==> config.mk <==
export PLATFORM = sky130hd
export DESIGN_NAME = asic_daq_top
export DESIGN_NICKNAME = d
export VERILOG_FILES = /design/src/hw/readout_pkg.sv /design/src/hw/bus_pkg.sv /design/src/hw/asic_daq_top.sv /design/src/hw/status_readback.sv /design/src/hw/word_fifo.sv /design/src/hw/serial_deframer.sv /design/src/hw/command_pulser.sv /design/src/hw/settings_bank.sv /design/src/hw/bank_decoder.sv
export SDC_FILE = /design/constraint.sdc
export NUM_CORES = 1
export LEC_CHECK = 0
export ABC_CLOCK_PERIOD_IN_PS = 2320
export BUFFER_PORTS_ARGS = -buffer_cell sky130_fd_sc_hd__buf_2
export CORE_MARGIN = 10
export CORE_UTILIZATION = 38
export CTS_BUF_LIST = sky130_fd_sc_hd__clkbuf_4
export DETAILED_ROUTE_END_ITERATION = 10
export GPL_TIMING_DRIVEN = 0
export PLACE_DENSITY = 0.56
export SLEW_MARGIN = 10
export SYNTH_ARGS = -nofsm -noshare
export SYNTH_HDL_FRONTEND = slang
export SYNTH_HIERARCHICAL = 1
export SYNTH_SLANG_ARGS = --single-unit
==> constraint.sdc <==
create_clock -name sysclk -period 2.32 [get_ports sysclk]
set_input_delay 0.58 -clock sysclk [delete_from_list [all_inputs] [get_ports sysclk]]
set_output_delay 0.58 -clock sysclk [all_outputs]
set_load 0.005 [all_outputs]
==> src/hw/readout_pkg.sv <==
package readout_pkg;

	// one deserialized asic word
	typedef logic [15:0] sample_word_t;

	localparam int FRAME_BITS = 16; // data bits after the start bit

	// same bit order in both structs, dreset at the top
	typedef struct packed {
		logic dreset;
		logic legacy_serial;
		logic i2c;
		logic trigger;
	} command_pulses_t;

	typedef struct packed {
		logic dreset;
		logic legacy_serial;
		logic i2c;
		logic trigger;
	} occurred_t; // sticky, cleared only by reset

endpackage

==> src/hw/bus_pkg.sv <==
package bus_pkg;

	// ------------------------------------------------
	// register bus as seen by the host
	localparam int NUM_BANKS      = 8;
	localparam int WORDS_PER_BANK = 16;

	typedef logic [2:0]  bank_t;     // bank number
	typedef logic [3:0]  reg_addr_t; // word within a bank
	typedef logic [31:0] data_word_t;

	typedef enum logic [1:0] {
		OP_NONE  = 2'd0,
		OP_READ  = 2'd1,
		OP_WRITE = 2'd2
	} bus_op_t;

	typedef struct packed {
		bus_op_t    op;
		bank_t      bank;
		reg_addr_t  addr;
		data_word_t wdata;
	} bus_request_t; // 41 bits

	typedef struct packed {
		logic [NUM_BANKS-1:0] wr; // one-hot, bit n = bank n
		logic [NUM_BANKS-1:0] rd;
		reg_addr_t            addr;
		data_word_t           wdata;
	} bank_strobes_t; // 52 bits

	// ------------------------------------------------
	// bank map
	localparam bank_t BANK_SETTINGS = 3'd0;
	localparam bank_t BANK_STATUS   = 3'd1;
	localparam bank_t BANK_PULSE    = 3'd2;
	localparam bank_t BANK_FIFO     = 3'd5; // asic data, pops on read

endpackage
==> src/hw/asic_daq_top.sv <==
module asic_daq_top #(
	parameter int FIFO_DEPTH_LOG2 = 4
) (
	input  logic                          sysclk,
	input  logic                          reset,
	input  bus_pkg::bus_request_t         bus_req,
	input  logic                          serial_in,
	output bus_pkg::data_word_t           read_data,
	output logic                          read_valid,
	output readout_pkg::command_pulses_t  commands,
	output readout_pkg::occurred_t        status_leds,
	output logic                          mode_select
);
	import bus_pkg::*;
	import readout_pkg::*;

	bank_strobes_t strobes;
	data_word_t    settings_data;
	sample_word_t  asic_word;   // deframer out
	logic          word_valid;
	sample_word_t  fifo_word;   // fifo out, registered
	logic          fifo_empty;
	logic [7:0]    trigger_count;

	// ------------------------------------------------
	// register bus, stages 1 and 2
	bank_decoder decoder (.sysclk(sysclk), .reset(reset), .bus_req(bus_req), .strobes(strobes));

	settings_bank settings (.sysclk(sysclk), .reset(reset), .strobes(strobes),
		.rdata(settings_data), .mode_select(mode_select));

	command_pulser pulser (.sysclk(sysclk), .reset(reset), .strobes(strobes),
		.commands(commands), .occurred(status_leds), .trigger_count(trigger_count));

	// ------------------------------------------------
	// asic data path
	serial_deframer deframer (.sysclk(sysclk), .reset(reset), .serial_in(serial_in),
		.word(asic_word), .word_valid(word_valid));

	word_fifo #(.FIFO_DEPTH_LOG2(FIFO_DEPTH_LOG2)) fifo (.sysclk(sysclk), .reset(reset),
		.wr_data(asic_word), .wr_en(word_valid),
		.rd_en(strobes.rd[BANK_FIFO]), .rd_data(fifo_word), // bank 5 read pops
		.empty(fifo_empty), .full());

	// stage 3, read data return
	status_readback #(.FIFO_DEPTH_LOG2(FIFO_DEPTH_LOG2)) readback (.sysclk(sysclk),
		.reset(reset), .strobes(strobes), .word_valid(word_valid),
		.settings_data(settings_data), .fifo_word(fifo_word), .occurred(status_leds),
		.trigger_count(trigger_count), .fifo_empty(fifo_empty),
		.read_data(read_data), .read_valid(read_valid));

endmodule

==> src/hw/status_readback.sv <==
module status_readback #(
	parameter int FIFO_DEPTH_LOG2 = 4
) (
	input  logic                      sysclk,
	input  logic                      reset,
	input  bus_pkg::bank_strobes_t    strobes,
	input  logic                      word_valid,
	input  bus_pkg::data_word_t       settings_data,
	input  readout_pkg::sample_word_t fifo_word,
	input  readout_pkg::occurred_t    occurred,
	input  logic [7:0]                trigger_count,
	input  logic                      fifo_empty,
	output bus_pkg::data_word_t       read_data,
	output logic                      read_valid
);
	import bus_pkg::*;

	// fifo pointers above 16 bits would not fit the counters' use
	if (FIFO_DEPTH_LOG2 < 1 || FIFO_DEPTH_LOG2 > 16) begin : g_depth_check
		$error("status_readback: FIFO_DEPTH_LOG2 out of range");
	end

	logic [NUM_BANKS-1:0] rd_d;   // read strobes, stage 2 copy
	reg_addr_t            addr_d;
	data_word_t           words_received;
	data_word_t           fifo_reads;
	data_word_t           status_word;
	data_word_t           selected;

	// ------------------------------------------------
	// event counters
	always_ff @(posedge sysclk) begin
		if (reset) begin
			words_received <= '0;
			fifo_reads     <= '0;
			rd_d           <= '0;
		end else begin
			if (word_valid) words_received <= words_received + 32'd1; // dropped ones too
			if (strobes.rd[BANK_FIFO]) fifo_reads <= fifo_reads + 32'd1;
			rd_d <= strobes.rd; // line up with stage 2 outputs
		end
	end

	always_ff @(posedge sysclk) begin
		addr_d <= strobes.addr;
	end

	// status bank word select
	always_comb begin
		case (addr_d)
			4'd0:    status_word = {28'd0, occurred};
			4'd1:    status_word = {24'd0, trigger_count};
			4'd2:    status_word = words_received;
			4'd3:    status_word = fifo_reads;
			4'd4:    status_word = {31'd0, fifo_empty};
			default: status_word = '0;
		endcase
	end

	// one-hot, so at most one term is live
	assign selected = (rd_d[BANK_SETTINGS] ? settings_data : '0) |
		(rd_d[BANK_STATUS] ? status_word : '0) |
		(rd_d[BANK_FIFO] ? {16'd0, fifo_word} : '0);

	// ------------------------------------------------
	// stage 3, return
	always_ff @(posedge sysclk) begin
		if (reset) begin
			read_valid <= 1'b0;
		end else begin
			read_valid <= |rd_d; // unused banks still answer, with 0
		end
	end

	always_ff @(posedge sysclk) begin
		read_data <= selected;
	end

endmodule

==> src/hw/word_fifo.sv <==
module word_fifo #(
	parameter int FIFO_DEPTH_LOG2 = 4
) (
	input  logic                      sysclk,
	input  logic                      reset,
	input  readout_pkg::sample_word_t wr_data,
	input  logic                      wr_en,
	input  logic                      rd_en,
	output readout_pkg::sample_word_t rd_data,
	output logic                      empty,
	output logic                      full
);
	import readout_pkg::*;

	localparam int DEPTH = 1 << FIFO_DEPTH_LOG2;

	sample_word_t mem [DEPTH];

	// extra msb tells full from empty
	logic [FIFO_DEPTH_LOG2:0] wr_ptr;
	logic [FIFO_DEPTH_LOG2:0] rd_ptr;
	logic                     push;
	logic                     pop;

	assign empty = (wr_ptr == rd_ptr);
	assign full  = (wr_ptr[FIFO_DEPTH_LOG2] != rd_ptr[FIFO_DEPTH_LOG2]) &&
		(wr_ptr[FIFO_DEPTH_LOG2-1:0] == rd_ptr[FIFO_DEPTH_LOG2-1:0]);
	assign push  = wr_en && !full;  // asic can't wait, word is lost
	assign pop   = rd_en && !empty;

	always_ff @(posedge sysclk) begin
		if (reset) begin
			wr_ptr <= '0;
			rd_ptr <= '0;
		end else begin
			if (push) wr_ptr <= wr_ptr + 1'b1;
			if (pop)  rd_ptr <= rd_ptr + 1'b1;
		end
	end

	always_ff @(posedge sysclk) begin
		if (push) mem[wr_ptr[FIFO_DEPTH_LOG2-1:0]] <= wr_data;
		if (rd_en) rd_data <= pop ? mem[rd_ptr[FIFO_DEPTH_LOG2-1:0]] : '0; // empty reads give 0
	end

endmodule

==> src/hw/serial_deframer.sv <==
module serial_deframer (
	input  logic                      sysclk,
	input  logic                      reset,
	input  logic                      serial_in,
	output readout_pkg::sample_word_t word,
	output logic                      word_valid
);
	import readout_pkg::*;

	localparam int CNT_W = $clog2(FRAME_BITS);

	logic             busy;    // inside a frame
	logic [CNT_W-1:0] bit_cnt; // data bits taken so far

	// ------------------------------------------------
	// frame control
	// idle low, a 1 while idle is the start bit
	always_ff @(posedge sysclk) begin
		if (reset) begin
			busy       <= 1'b0;
			bit_cnt    <= '0;
			word_valid <= 1'b0;
		end else begin
			word_valid <= 1'b0;
			if (!busy) begin
				if (serial_in) begin
					busy    <= 1'b1;
					bit_cnt <= '0;
				end
			end else begin
				bit_cnt <= bit_cnt + 1'b1;
				if (bit_cnt == CNT_W'(FRAME_BITS - 1)) begin
					busy       <= 1'b0; // idle again right away
					word_valid <= 1'b1; // lines up with the last shift
				end
			end
		end
	end

	// msb first, so shift in from the bottom
	always_ff @(posedge sysclk) begin
		if (busy) begin
			word <= {word[FRAME_BITS-2:0], serial_in};
		end
	end

endmodule

==> src/hw/command_pulser.sv <==
module command_pulser (
	input  logic                       sysclk,
	input  logic                       reset,
	input  bus_pkg::bank_strobes_t     strobes,
	output readout_pkg::command_pulses_t commands,
	output readout_pkg::occurred_t     occurred,
	output logic [7:0]                 trigger_count
);
	import bus_pkg::*;

	// ------------------------------------------------
	// pulse bank, a write to addr 0..3 fires one command
	always_ff @(posedge sysclk) begin
		if (reset) begin
			commands      <= '0;
			occurred      <= '0;
			trigger_count <= '0;
		end else begin
			commands <= '0; // default low, so pulses are one cycle
			if (strobes.wr[BANK_PULSE]) begin
				case (strobes.addr)
					4'd0: begin
						commands.dreset <= 1'b1;
						occurred.dreset <= 1'b1;
					end
					4'd1: begin
						commands.legacy_serial <= 1'b1;
						occurred.legacy_serial <= 1'b1;
					end
					4'd2: begin
						commands.i2c <= 1'b1;
						occurred.i2c <= 1'b1;
					end
					4'd3: begin
						commands.trigger <= 1'b1;
						occurred.trigger <= 1'b1;
						trigger_count    <= trigger_count + 8'd1; // wraps at 256
					end
					default: ; // 4..15 unused
				endcase
			end
		end
	end

endmodule

==> src/hw/settings_bank.sv <==
module settings_bank (
	input  logic                   sysclk,
	input  logic                   reset,
	input  bus_pkg::bank_strobes_t strobes,
	output bus_pkg::data_word_t    rdata,
	output logic                   mode_select
);
	import bus_pkg::*;

	data_word_t settings [WORDS_PER_BANK]; // general settings words

	// ------------------------------------------------
	// write port, stage 2
	always_ff @(posedge sysclk) begin
		if (reset) begin
			for (int i = 0; i < WORDS_PER_BANK; i++) begin
				settings[i] <= '0;
			end
		end else if (strobes.wr[BANK_SETTINGS]) begin
			settings[strobes.addr] <= strobes.wdata;
		end
	end

	// ------------------------------------------------
	// read port, registered every cycle
	// status_readback decides whether anyone wanted it
	always_ff @(posedge sysclk) begin
		rdata <= settings[strobes.addr];
	end

	// word 0 bit 0 straight out as a level
	assign mode_select = settings[0][0]; // 0 = i2c, 1 = legacy serial

endmodule

==> src/hw/bank_decoder.sv <==
module bank_decoder (
	input  logic                  sysclk,
	input  logic                  reset,
	input  bus_pkg::bus_request_t bus_req,
	output bus_pkg::bank_strobes_t strobes
);
	import bus_pkg::*;

	// stage 1, request register plus one-hot decode
	always_ff @(posedge sysclk) begin
		if (reset) begin
			strobes.wr <= '0;
			strobes.rd <= '0;
		end else begin
			strobes.wr <= '0; // strobes last a single cycle
			strobes.rd <= '0;
			if (bus_req.op == OP_WRITE) begin
				strobes.wr[bus_req.bank] <= 1'b1;
			end
			if (bus_req.op == OP_READ) begin
				strobes.rd[bus_req.bank] <= 1'b1;
			end
		end
	end

	// address and data just ride along
	always_ff @(posedge sysclk) begin
		strobes.addr  <= bus_req.addr;
		strobes.wdata <= bus_req.wdata;
	end

endmodule

# ---- Word level (Yosys, flattened, before mapping)
# Memory sizes are Yosys's and may differ from the RTL's. A register that Yosys moved wholly into a read port is not among the register bits.
# Cells that the tools add are included.
dict set report op_classes {
  reduce_logical 20
  n_bitwise 6
  magnitude_cmp 2
  addsub 6
  mux 26
  n_eq_ne 13
}
# op count
set ops {}
lappend ops {{one-hot mux 32 bit (5 select lines)} 1}
lappend ops {{2-to-1 mux 32 bit} 3}
lappend ops {{adder 32 x 1 -> 32 bit (second input constant)} 2}
lappend ops {{OR 32 bit} 2}
lappend ops {{OR reduction 32 bit} 1}
lappend ops {{2-to-1 mux 1 bit} 17}
lappend ops {{== test 4 x 2 -> 1 bit (second input constant)} 4}
lappend ops {{2-to-1 mux 16 bit} 1}
lappend ops {{2-to-1 mux 4 bit} 3}
lappend ops {{adder 5 x 1 -> 5 bit (second input constant)} 2}
lappend ops {{adder 8 x 1 -> 8 bit (second input constant)} 1}
lappend ops {{== test 4 x 1 -> 1 bit (second input constant)} 2}
lappend ops {{zero test 4 bit} 2}
lappend ops {{AND reduction 2 bit} 4}
lappend ops {{OR reduction 2 bit} 4}
lappend ops {{OR reduction 8 bit} 1}
lappend ops {{== test 5 bit} 1}
lappend ops {{adder 4 x 1 -> 4 bit (second input constant)} 1}
lappend ops {{== test 4 x 3 -> 1 bit (second input constant)} 1}
lappend ops {{== test 4 bit} 1}
lappend ops {{== test 4 bit (second input constant)} 1}
lappend ops {{logical AND 1 bit} 4}
lappend ops {{< comparator 3 x 4 -> 1 bit (second input constant)} 1}
lappend ops {{NOT 1 bit} 4}
lappend ops {{other kinds (7)} 9}
dict set report word_totals {
  mem_bits_rw 768
  n_memories 2
  in_bits 44
  out_inout_bits 42
  regBits 204
  word_cells 100
}
# memory depth width read_ports rd_ports_with_merged_regs write_ports line_no
set memory_table {}
lappend memory_table {settings.settings 16 32 2 1 16 settings_bank.sv:10} ;# data_word_t settings [WORDS_PER_BANK];
lappend memory_table {fifo.mem 16 16 1 1 1 word_fifo.sv:17} ;# sample_word_t mem [DEPTH];

# ---- Logic depth before layout (Yosys ltp)
# Gate-level depths: netlist of run 1.
dict set report logic_depth {
  word_depth 6
  depth_mapped 10
  depth_no_buf 8
}

# ---- Hierarchy
# Netlist of run 1, hierarchy kept.
# module area_each_um2 seq_area_each_um2 cells_each instances
set by_module_without_submodules {}
lappend by_module_without_submodules {settings_bank 23542.6 16015.4 1450 1}
lappend by_module_without_submodules {word_fifo 10885.4 8368.0 509 1}
lappend by_module_without_submodules {status_readback 4774.6 2182.1 518 1}
lappend by_module_without_submodules {bank_decoder 1182.4 1041.0 75 1}
lappend by_module_without_submodules {serial_deframer 745.7 600.6 42 1}
lappend by_module_without_submodules {command_pulser 651.9 320.3 70 1}

# ---- Least setup slack after synthesis of run 1
# No wires, ideal clock.
dict set report synth_path {
  path_type {input -> register}
  startpoint {input port reset}
  endpoint {memory settings/settings[0][0] (netlist bit) (enable)}
  path_stages 3
  t_required_ns 1.945
  setup_time_ns 0.375
  n_path_buf 0
  arrival_ns 1.787
  slack_ns 0.158
  path_cell_list {or4b_4 nor3_4 or2_2}
}
# item line_no
set synth_lines {}
lappend synth_lines {{start, declared} asic_daq_top.sv:5} ;# input logic reset,
lappend synth_lines {{end, declared} settings_bank.sv:10}

==> summary.txt, run 1 <==
Global routing
  – Met3 Resource Use GR: 5.357%
  – Initial antenna violation count: 5
  – Vias in the first global route: 26,530
  – Tot GR Track Use: 18.95%
  – Global routing's busiest layer: met2
  – First-pass GRT wire length: 172,800 um
  – GR met2 Demand/Resource: 30.19%
  – Met1 usage: 24.67%
  – Grt ovf: 0
  – Largest net degree at the start of global routing: 28

Critical path
  – Crit Path Class: flip-flop to flip-flop
  – Worst-path fanout max: 10
  – Critical path startpoint category: flip-flop
  – Setup crit end: settings/rdata[26]
  – R2R depth: 6
  – Most Frequent Cell on Critical Path: buf_6
  – R2r setup slk: 0.01 ns
  – CP required: 3.27 ns
  – Reg2reg end: settings/rdata[26]
  – Crit path from: decoder/strobes[33]
  – Worst EP arrival: 3.25 ns
  – Reg2reg start: decoder/strobes[33]
  – Worst Setup End Kind: flip-flop
  – Slowest cell on the critical path: dfxtp_2
  – Cell Chain, Critical Path: buf_6 > buf_6 > buf_2 > mux4_2 > a22oi_1 > nand2_1
  – Worst stage delay on the critical path: 0.48 ns

STA
  – Fin worst setup slack: 0.01473 ns
  – Max-slew violation count: 0
  – Setup violators final: 0
  – Tmin final: 2.305 ns
  – Clock Skew: 0.1351 ns
  – Worst-margin pin slew: 1.147 ns
  – Relative slew slack: 23.43%
  – RSZ-0062 raised after global routing: true
  – Part of the cycle the worst path needs: 99.37%
  – Peak Freq: 433.8 MHz
  – Final Hold Viols: 0

Layout
  – Area Overhead vs Synth: 19.78%
  – Most frequent cells in the layout: edfxtp_1 (800), and2_1 (518), clkbuf_4 (439)
  – Post-Layout Cell Count: 4,804
  – Commonest non-fill, non-tap cell in the layout: edfxtp_1
  – NumNets Final: 3,240
  – Layout cell share with drive strength beyond 1: 31.41%
  – Layout filler cell count: 9,530

Synth
  – Syn Area/Cell: 15.70 sq um
  – Syn nets: 2,705
  – Post-Syn Area: 0.04164 sq mm
  – Mapped Cells: 2,652
  – Yosys warns: 6

Power
  – Switching share of power: 22.55%
  – Gate power share: 4.9%
  – Net load switching power: 8.653 mW
  – Internal: 29.72 mW
  – Max VDD drop: 0.3383 mV
  – Flop pwr share: 52.7%
  – Pwr per Cell Area: 769.4 mW/mm^2
  – Clock share of power: 42.4%
  – Leak pwr: 18.22 nW

Routing
  – Total number of vias: 25,600
  – Number of remaining DRC errors: 0
  – Post-route ant nets: 0
  – WL/cell: 24.34 um
  – DRT iter0 DRCs: 2,383
  – DRT Pass-1 Iters: 5
  – Routed vias/inst: 5.329
  – Final wirelength: 116,900 um

Die
  – Core area: 0.1089 sq mm
  – Die Wd: 351.0 um
  – Die area: 0.1232 sq mm
  – Initial core utilization: 38.25%
  – Num rows: 121
  – Die Y-Extent: 351.0 um
  – IO Pins: 86

Placement
  – Pre-CTS setup slack: -1.743 ns
  – GPL Wtd Cong: 0.8293
  – Number of port buffers: 85
  – Placed cell count: 4,152
  – Final HPWL DP: 71,980 um

Flow run
  – Max-cap violations: 0

Hold path
  – Worst hold path class: input pin to flip-flop
  – Worst hold path cell count: 2

Clock network
  – Root buf cell: clkbuf_4
  – Worst-case clock buffer depth: 4
  – Worst skew pair latency: 1.13 ns
  – TritonCTS Buffers: 292
  – CTS tree: done
  – Clock sinks: 1,019
  – Worst-path clk slew: 0.06 ns
  – H-tree levels: 5

Run status
  – Outcome: finished clean
stage by stage:
stage          TNS [ns]  util (%)  instance area (sq um)  hold WS [ns]  power [mW]
3_3_place_gp    -954.30     40.27                  43830        0.4171       22.07
2_1_floorplan         0         -                  41640        0.3517       21.40
6_report              0     45.82                  49880        0.1593       38.38
3_5_place_dp    -987.49     40.29                  43860        0.4223       22.12
4_1_cts        -0.08335     45.63                  49670      0.003892       38.85
5_1_grt         -0.8499     45.82                  49870       0.02016       40.14
cell type report:
cell class	count	area [sq um]	share of cell area, %
Sequential cell	1019	28430	57.01
Multi-Input combinational cell	1443	12750	25.56
Antenna cell	6	15.01	0.03010
Clock buffer	431	3236	6.487
Buffer	186	1039	2.082
Tap cell	1414	1769	3.547
Inverter	18	67.56	0.1355
Timing Repair Buffer	227	2193	4.398
Clock inverter	60	374.1	0.7501
worst min-delay path by stage:
stage	endpoint	slack, ns	from
finish	decoder/strobes[11]	0.16	bus_req[11]
floorplan	readback/addr_d[1]	0.35	decoder/strobes[33]
CTS	decoder/strobes[11]	0.004	bus_req[11]
global placement	readback/rd_d[2]	0.42	decoder/strobes[38]
global route	decoder/strobes[17]	0.02	bus_req[17]
detailed placement	readback/rd_d[6]	0.42	decoder/strobes[42]
registers in the layout (all words and copies together) (netlist names), 32 cells and up:
name,count
fifo/mem,256
readback/fifo_reads,32
decoder/strobes,46
readback/words_received,32
readback/read_data,32
settings/settings,512
settings/rdata,32
metal layers:
| layer | vias up | part of all wire (%) | wire length [um] |
|---|---|---|---|
| li1 | 11230 | - | - |
| met1 | 13040 | 41 | 48230 |
| met2 | 1121 | 47 | 55410 |
| met3 | 196 | 8.7 | 10140 |
| met4 | 4 | 2.7 | 3115 |
| met5 | - | 0.025 | 29 |
worst max-delay path: cells and delay by family, from the launching register on:
| kind | cells | cell delay, ns |
|---|---|---|
| AND/OR/NAND/NOR | 1 | 0.14 |
| AO/OA/AOI/OAI | 1 | 0.28 |
| flip-flops | 1 | 0.48 |
| buffers and inverters | 3 | 0.84 |
| multiplexers | 1 | 0.35 |
what timing repair did:
item                        CTS  global route
pin swaps                    18             3
hold endpoints to repair     53             0
resized for setup           166            45
setup endpoints to repair  1320           567
hold buffers                 68             0
setup buffers                68             5
gates cloned                 16             0
power groups by stage:
stage	Clock, mW	Combinational [mW]	Sequential, mW
5_1_grt	17.9	1.96	20.3
4_1_cts	16.8	1.83	20.2
2_1_floorplan	0	0.910	20.5
6_report	16.3	1.87	20.2
3_3_place_gp	0	1.46	20.6
3_5_place_dp	0	1.48	20.6
Power figures use the tool's default switching activity.
==> inputs of run 2 (changes only) <==
--- a/config.mk
+++ b/config.mk
@@ -6,13 +6,13 @@
 export NUM_CORES = 1
 export LEC_CHECK = 0
 export ABC_CLOCK_PERIOD_IN_PS = 2320
-export BUFFER_PORTS_ARGS = -buffer_cell sky130_fd_sc_hd__buf_2
+export BUFFER_PORTS_ARGS = -buffer_cell sky130_fd_sc_hd__clkbuf_2
 export CORE_MARGIN = 10
 export CORE_UTILIZATION = 38
 export CTS_BUF_LIST = sky130_fd_sc_hd__clkbuf_4
 export DETAILED_ROUTE_END_ITERATION = 10
 export GPL_TIMING_DRIVEN = 0
-export PLACE_DENSITY = 0.56
+export PLACE_DENSITY_LB_ADDON = 0.25
 export SLEW_MARGIN = 10
 export SYNTH_ARGS = -nofsm -noshare
 export SYNTH_HDL_FRONTEND = slang
==> run 2 against run 1 <==
  * Critical path depth increased by 1
  * Worst setup slack got worse by 0.044 ns
  * Hold slack got worse by 0.023 ns
  * Cell area down 0.51%
  * The flow now finishes with violations (negative setup slack)
  * Critical endpoint is now fifo/mem[6][9]
  * Largest power group unchanged
  * Fmax decreased by 1.9%
  * Die area unchanged
==> summary.txt, run 2 (synthesis results as in run 1) <==
Run status
  – Outcome: complete, but fails checks
  – Failing checks: negative setup slack

Critical path
  – Critical path startpoint category: flip-flop
  – Worst-path fanout max: 16
  – Worst EP arrival: 3.04 ns
  – Worst Setup End Kind: flip-flop
  – CP required: 3.01 ns
  – Crit Path Class: flip-flop to flip-flop

Clock network
  – Root buf cell: clkbuf_4
  – Worst-case clock buffer depth: 4
  – CTS tree: done
  – H-tree levels: 5
  – Worst-path clk slew: 0.06 ns
  – TritonCTS Buffers: 289
  – Worst skew pair latency: 1.13 ns
  – Clock sinks: 1,019

STA
  – Peak Freq: 425.6 MHz
  – Tmin final: 2.349 ns
  – Part of the cycle the worst path needs: 101.3%
  – Fin worst setup slack: -0.02941 ns
  – RSZ-0062 raised after global routing: true
  – Setup violators final: 16
  – Clock Skew: 0.1371 ns
  – Relative slew slack: 28.48%
  – Max-slew violation count: 0
  – Worst-margin pin slew: 1.071 ns
  – Final Hold Viols: 0

Global routing
  – Grt ovf: 0
  – Vias in the first global route: 26,880
  – Initial antenna violation count: 5
  – Largest net degree at the start of global routing: 28
  – Tot GR Track Use: 18.81%
  – First-pass GRT wire length: 171,700 um

Routing
  – Met2 Routed Length: 55,400 um
  – Number of remaining DRC errors: 0
  – M1 WL: 47,240 um
  – Total number of vias: 25,730
  – Post-route ant nets: 0
  – Final wirelength: 116,000 um
  – DRT Pass-1 Iters: 5
  – Routed vias/inst: 5.364
  – Routed wl met3: 9673 um
  – DRT iter0 DRCs: 2,508
  – WL/cell: 24.18 um
  – Max layer used: met4

Die
  – Initial core utilization: 38.25%
  – Num rows: 121
  – Die Wd: 351.0 um
  – IO Pins: 86
  – Die Y-Extent: 351.0 um
  – Die area: 0.1232 sq mm
  – Core area: 0.1089 sq mm

Layout
  – Most frequent cells in the layout: edfxtp_1 (800), and2_1 (518), clkbuf_4 (432)
  – Top reg by flops: settings/settings
  – Max reg flops: 512
  – Fin area: 0.04962 sq mm
  – Area Overhead vs Synth: 19.17%
  – Commonest non-fill, non-tap cell in the layout: edfxtp_1
  – Post-Layout Cell Count: 4,797
  – Layout cell share with drive strength beyond 1: 30.66%
  – NumNets Final: 3,233

Placement
  – Number of port buffers: 85
  – Final HPWL DP: 71,470 um
  – DP Area: 0.04384 sq mm
  – Placed cell count: 4,151
  – GPL Wtd Cong: 0.8240

Power
  – Leak pwr: 18.06 nW
  – Pwr per Cell Area: 767.4 mW/mm^2
  – Max VDD drop: 0.3668 mV

Flow run
  – Max-cap violations: 0

Hold path
  – Worst hold path class: input pin to flip-flop
run 2: layout make-up:
type                    instances  area [sq um]
multi-input cells            1443         12720
clock inverters                66         351.6
well taps                    1414          1769
flip-flops and latches       1019         28440
clock buffers                 427          3206
repair buffers                224          2079
diodes                          1         2.502
fillers                      9561         59230
inverters                      18         67.56
plain buffers                 185         988.4
run 2: repair_timing:
action                                  4_1_cts  5_1_grt
resized for setup                           149       42
pin swaps                                    17        1
hold buffers                                 72        0
endpoints found under the setup margin     1245      381
endpoints found under the hold margin        52        0
buffers inserted                             63        4
cloned                                       16        0
run 2: worst max-delay path, cell delays in order, from the launching register on:
cell      delay (ns)
dfxtp_1         0.30
buf_4           0.18
xnor2_1         0.15
and4_1          0.21
buf_6           0.14
a21boi_4        0.26
buf_6           0.17
and3_2          0.51
run 2: per-layer routing:
metal,track usage [%],vias to the layer above
li1,-,11220
met1,24.10,13170
met2,30.33,1129
met3,4.645,204
met4,7.926,0
met5,0,-
run 2: metrics by stage:
stage	total power, mW	worst slack (ns)	setup TNS (ns)	utilization, %	hold slack (ns)
5_1_grt	39.77	-0.1121	-4.836	45.59	0.05569
3_3_place_gp	22.07	-1.549	-994.01	40.27	0.4190
4_1_cts	38.54	-0.08428	-0.2094	45.45	0.001042
2_1_floorplan	21.40	0.1581	0	-	0.3517
6_report	38.08	-0.02941	-0.2917	45.59	0.1362
3_5_place_dp	22.12	-1.625	-1048.19	40.28	0.4248
run 2: power by group:
group / total, mW / internal, mW / leakage [nW] / switching [mW]
Clock: 16.0 / 8.73 / 2.15 / 7.26
Combinational: 1.86 / 0.736 / 5.99 / 1.12
Sequential: 20.2 / 20.0 / 9.92 / 0.259
run 2: worst paths after layout:
check / from / end / slack (ns) / cells past startpoint
setup reg to reg: fifo/rd_ptr[2] / fifo/mem[6][9] / -0.03 / 7
setup / recovery: fifo/rd_ptr[2] / fifo/mem[6][9] / -0.03 / 7
hold / removal: bus_req[12] / decoder/strobes[12] / 0.14 / 2
hold reg to reg: decoder/strobes[32] / readback/addr_d[0] / 0.43 / 0
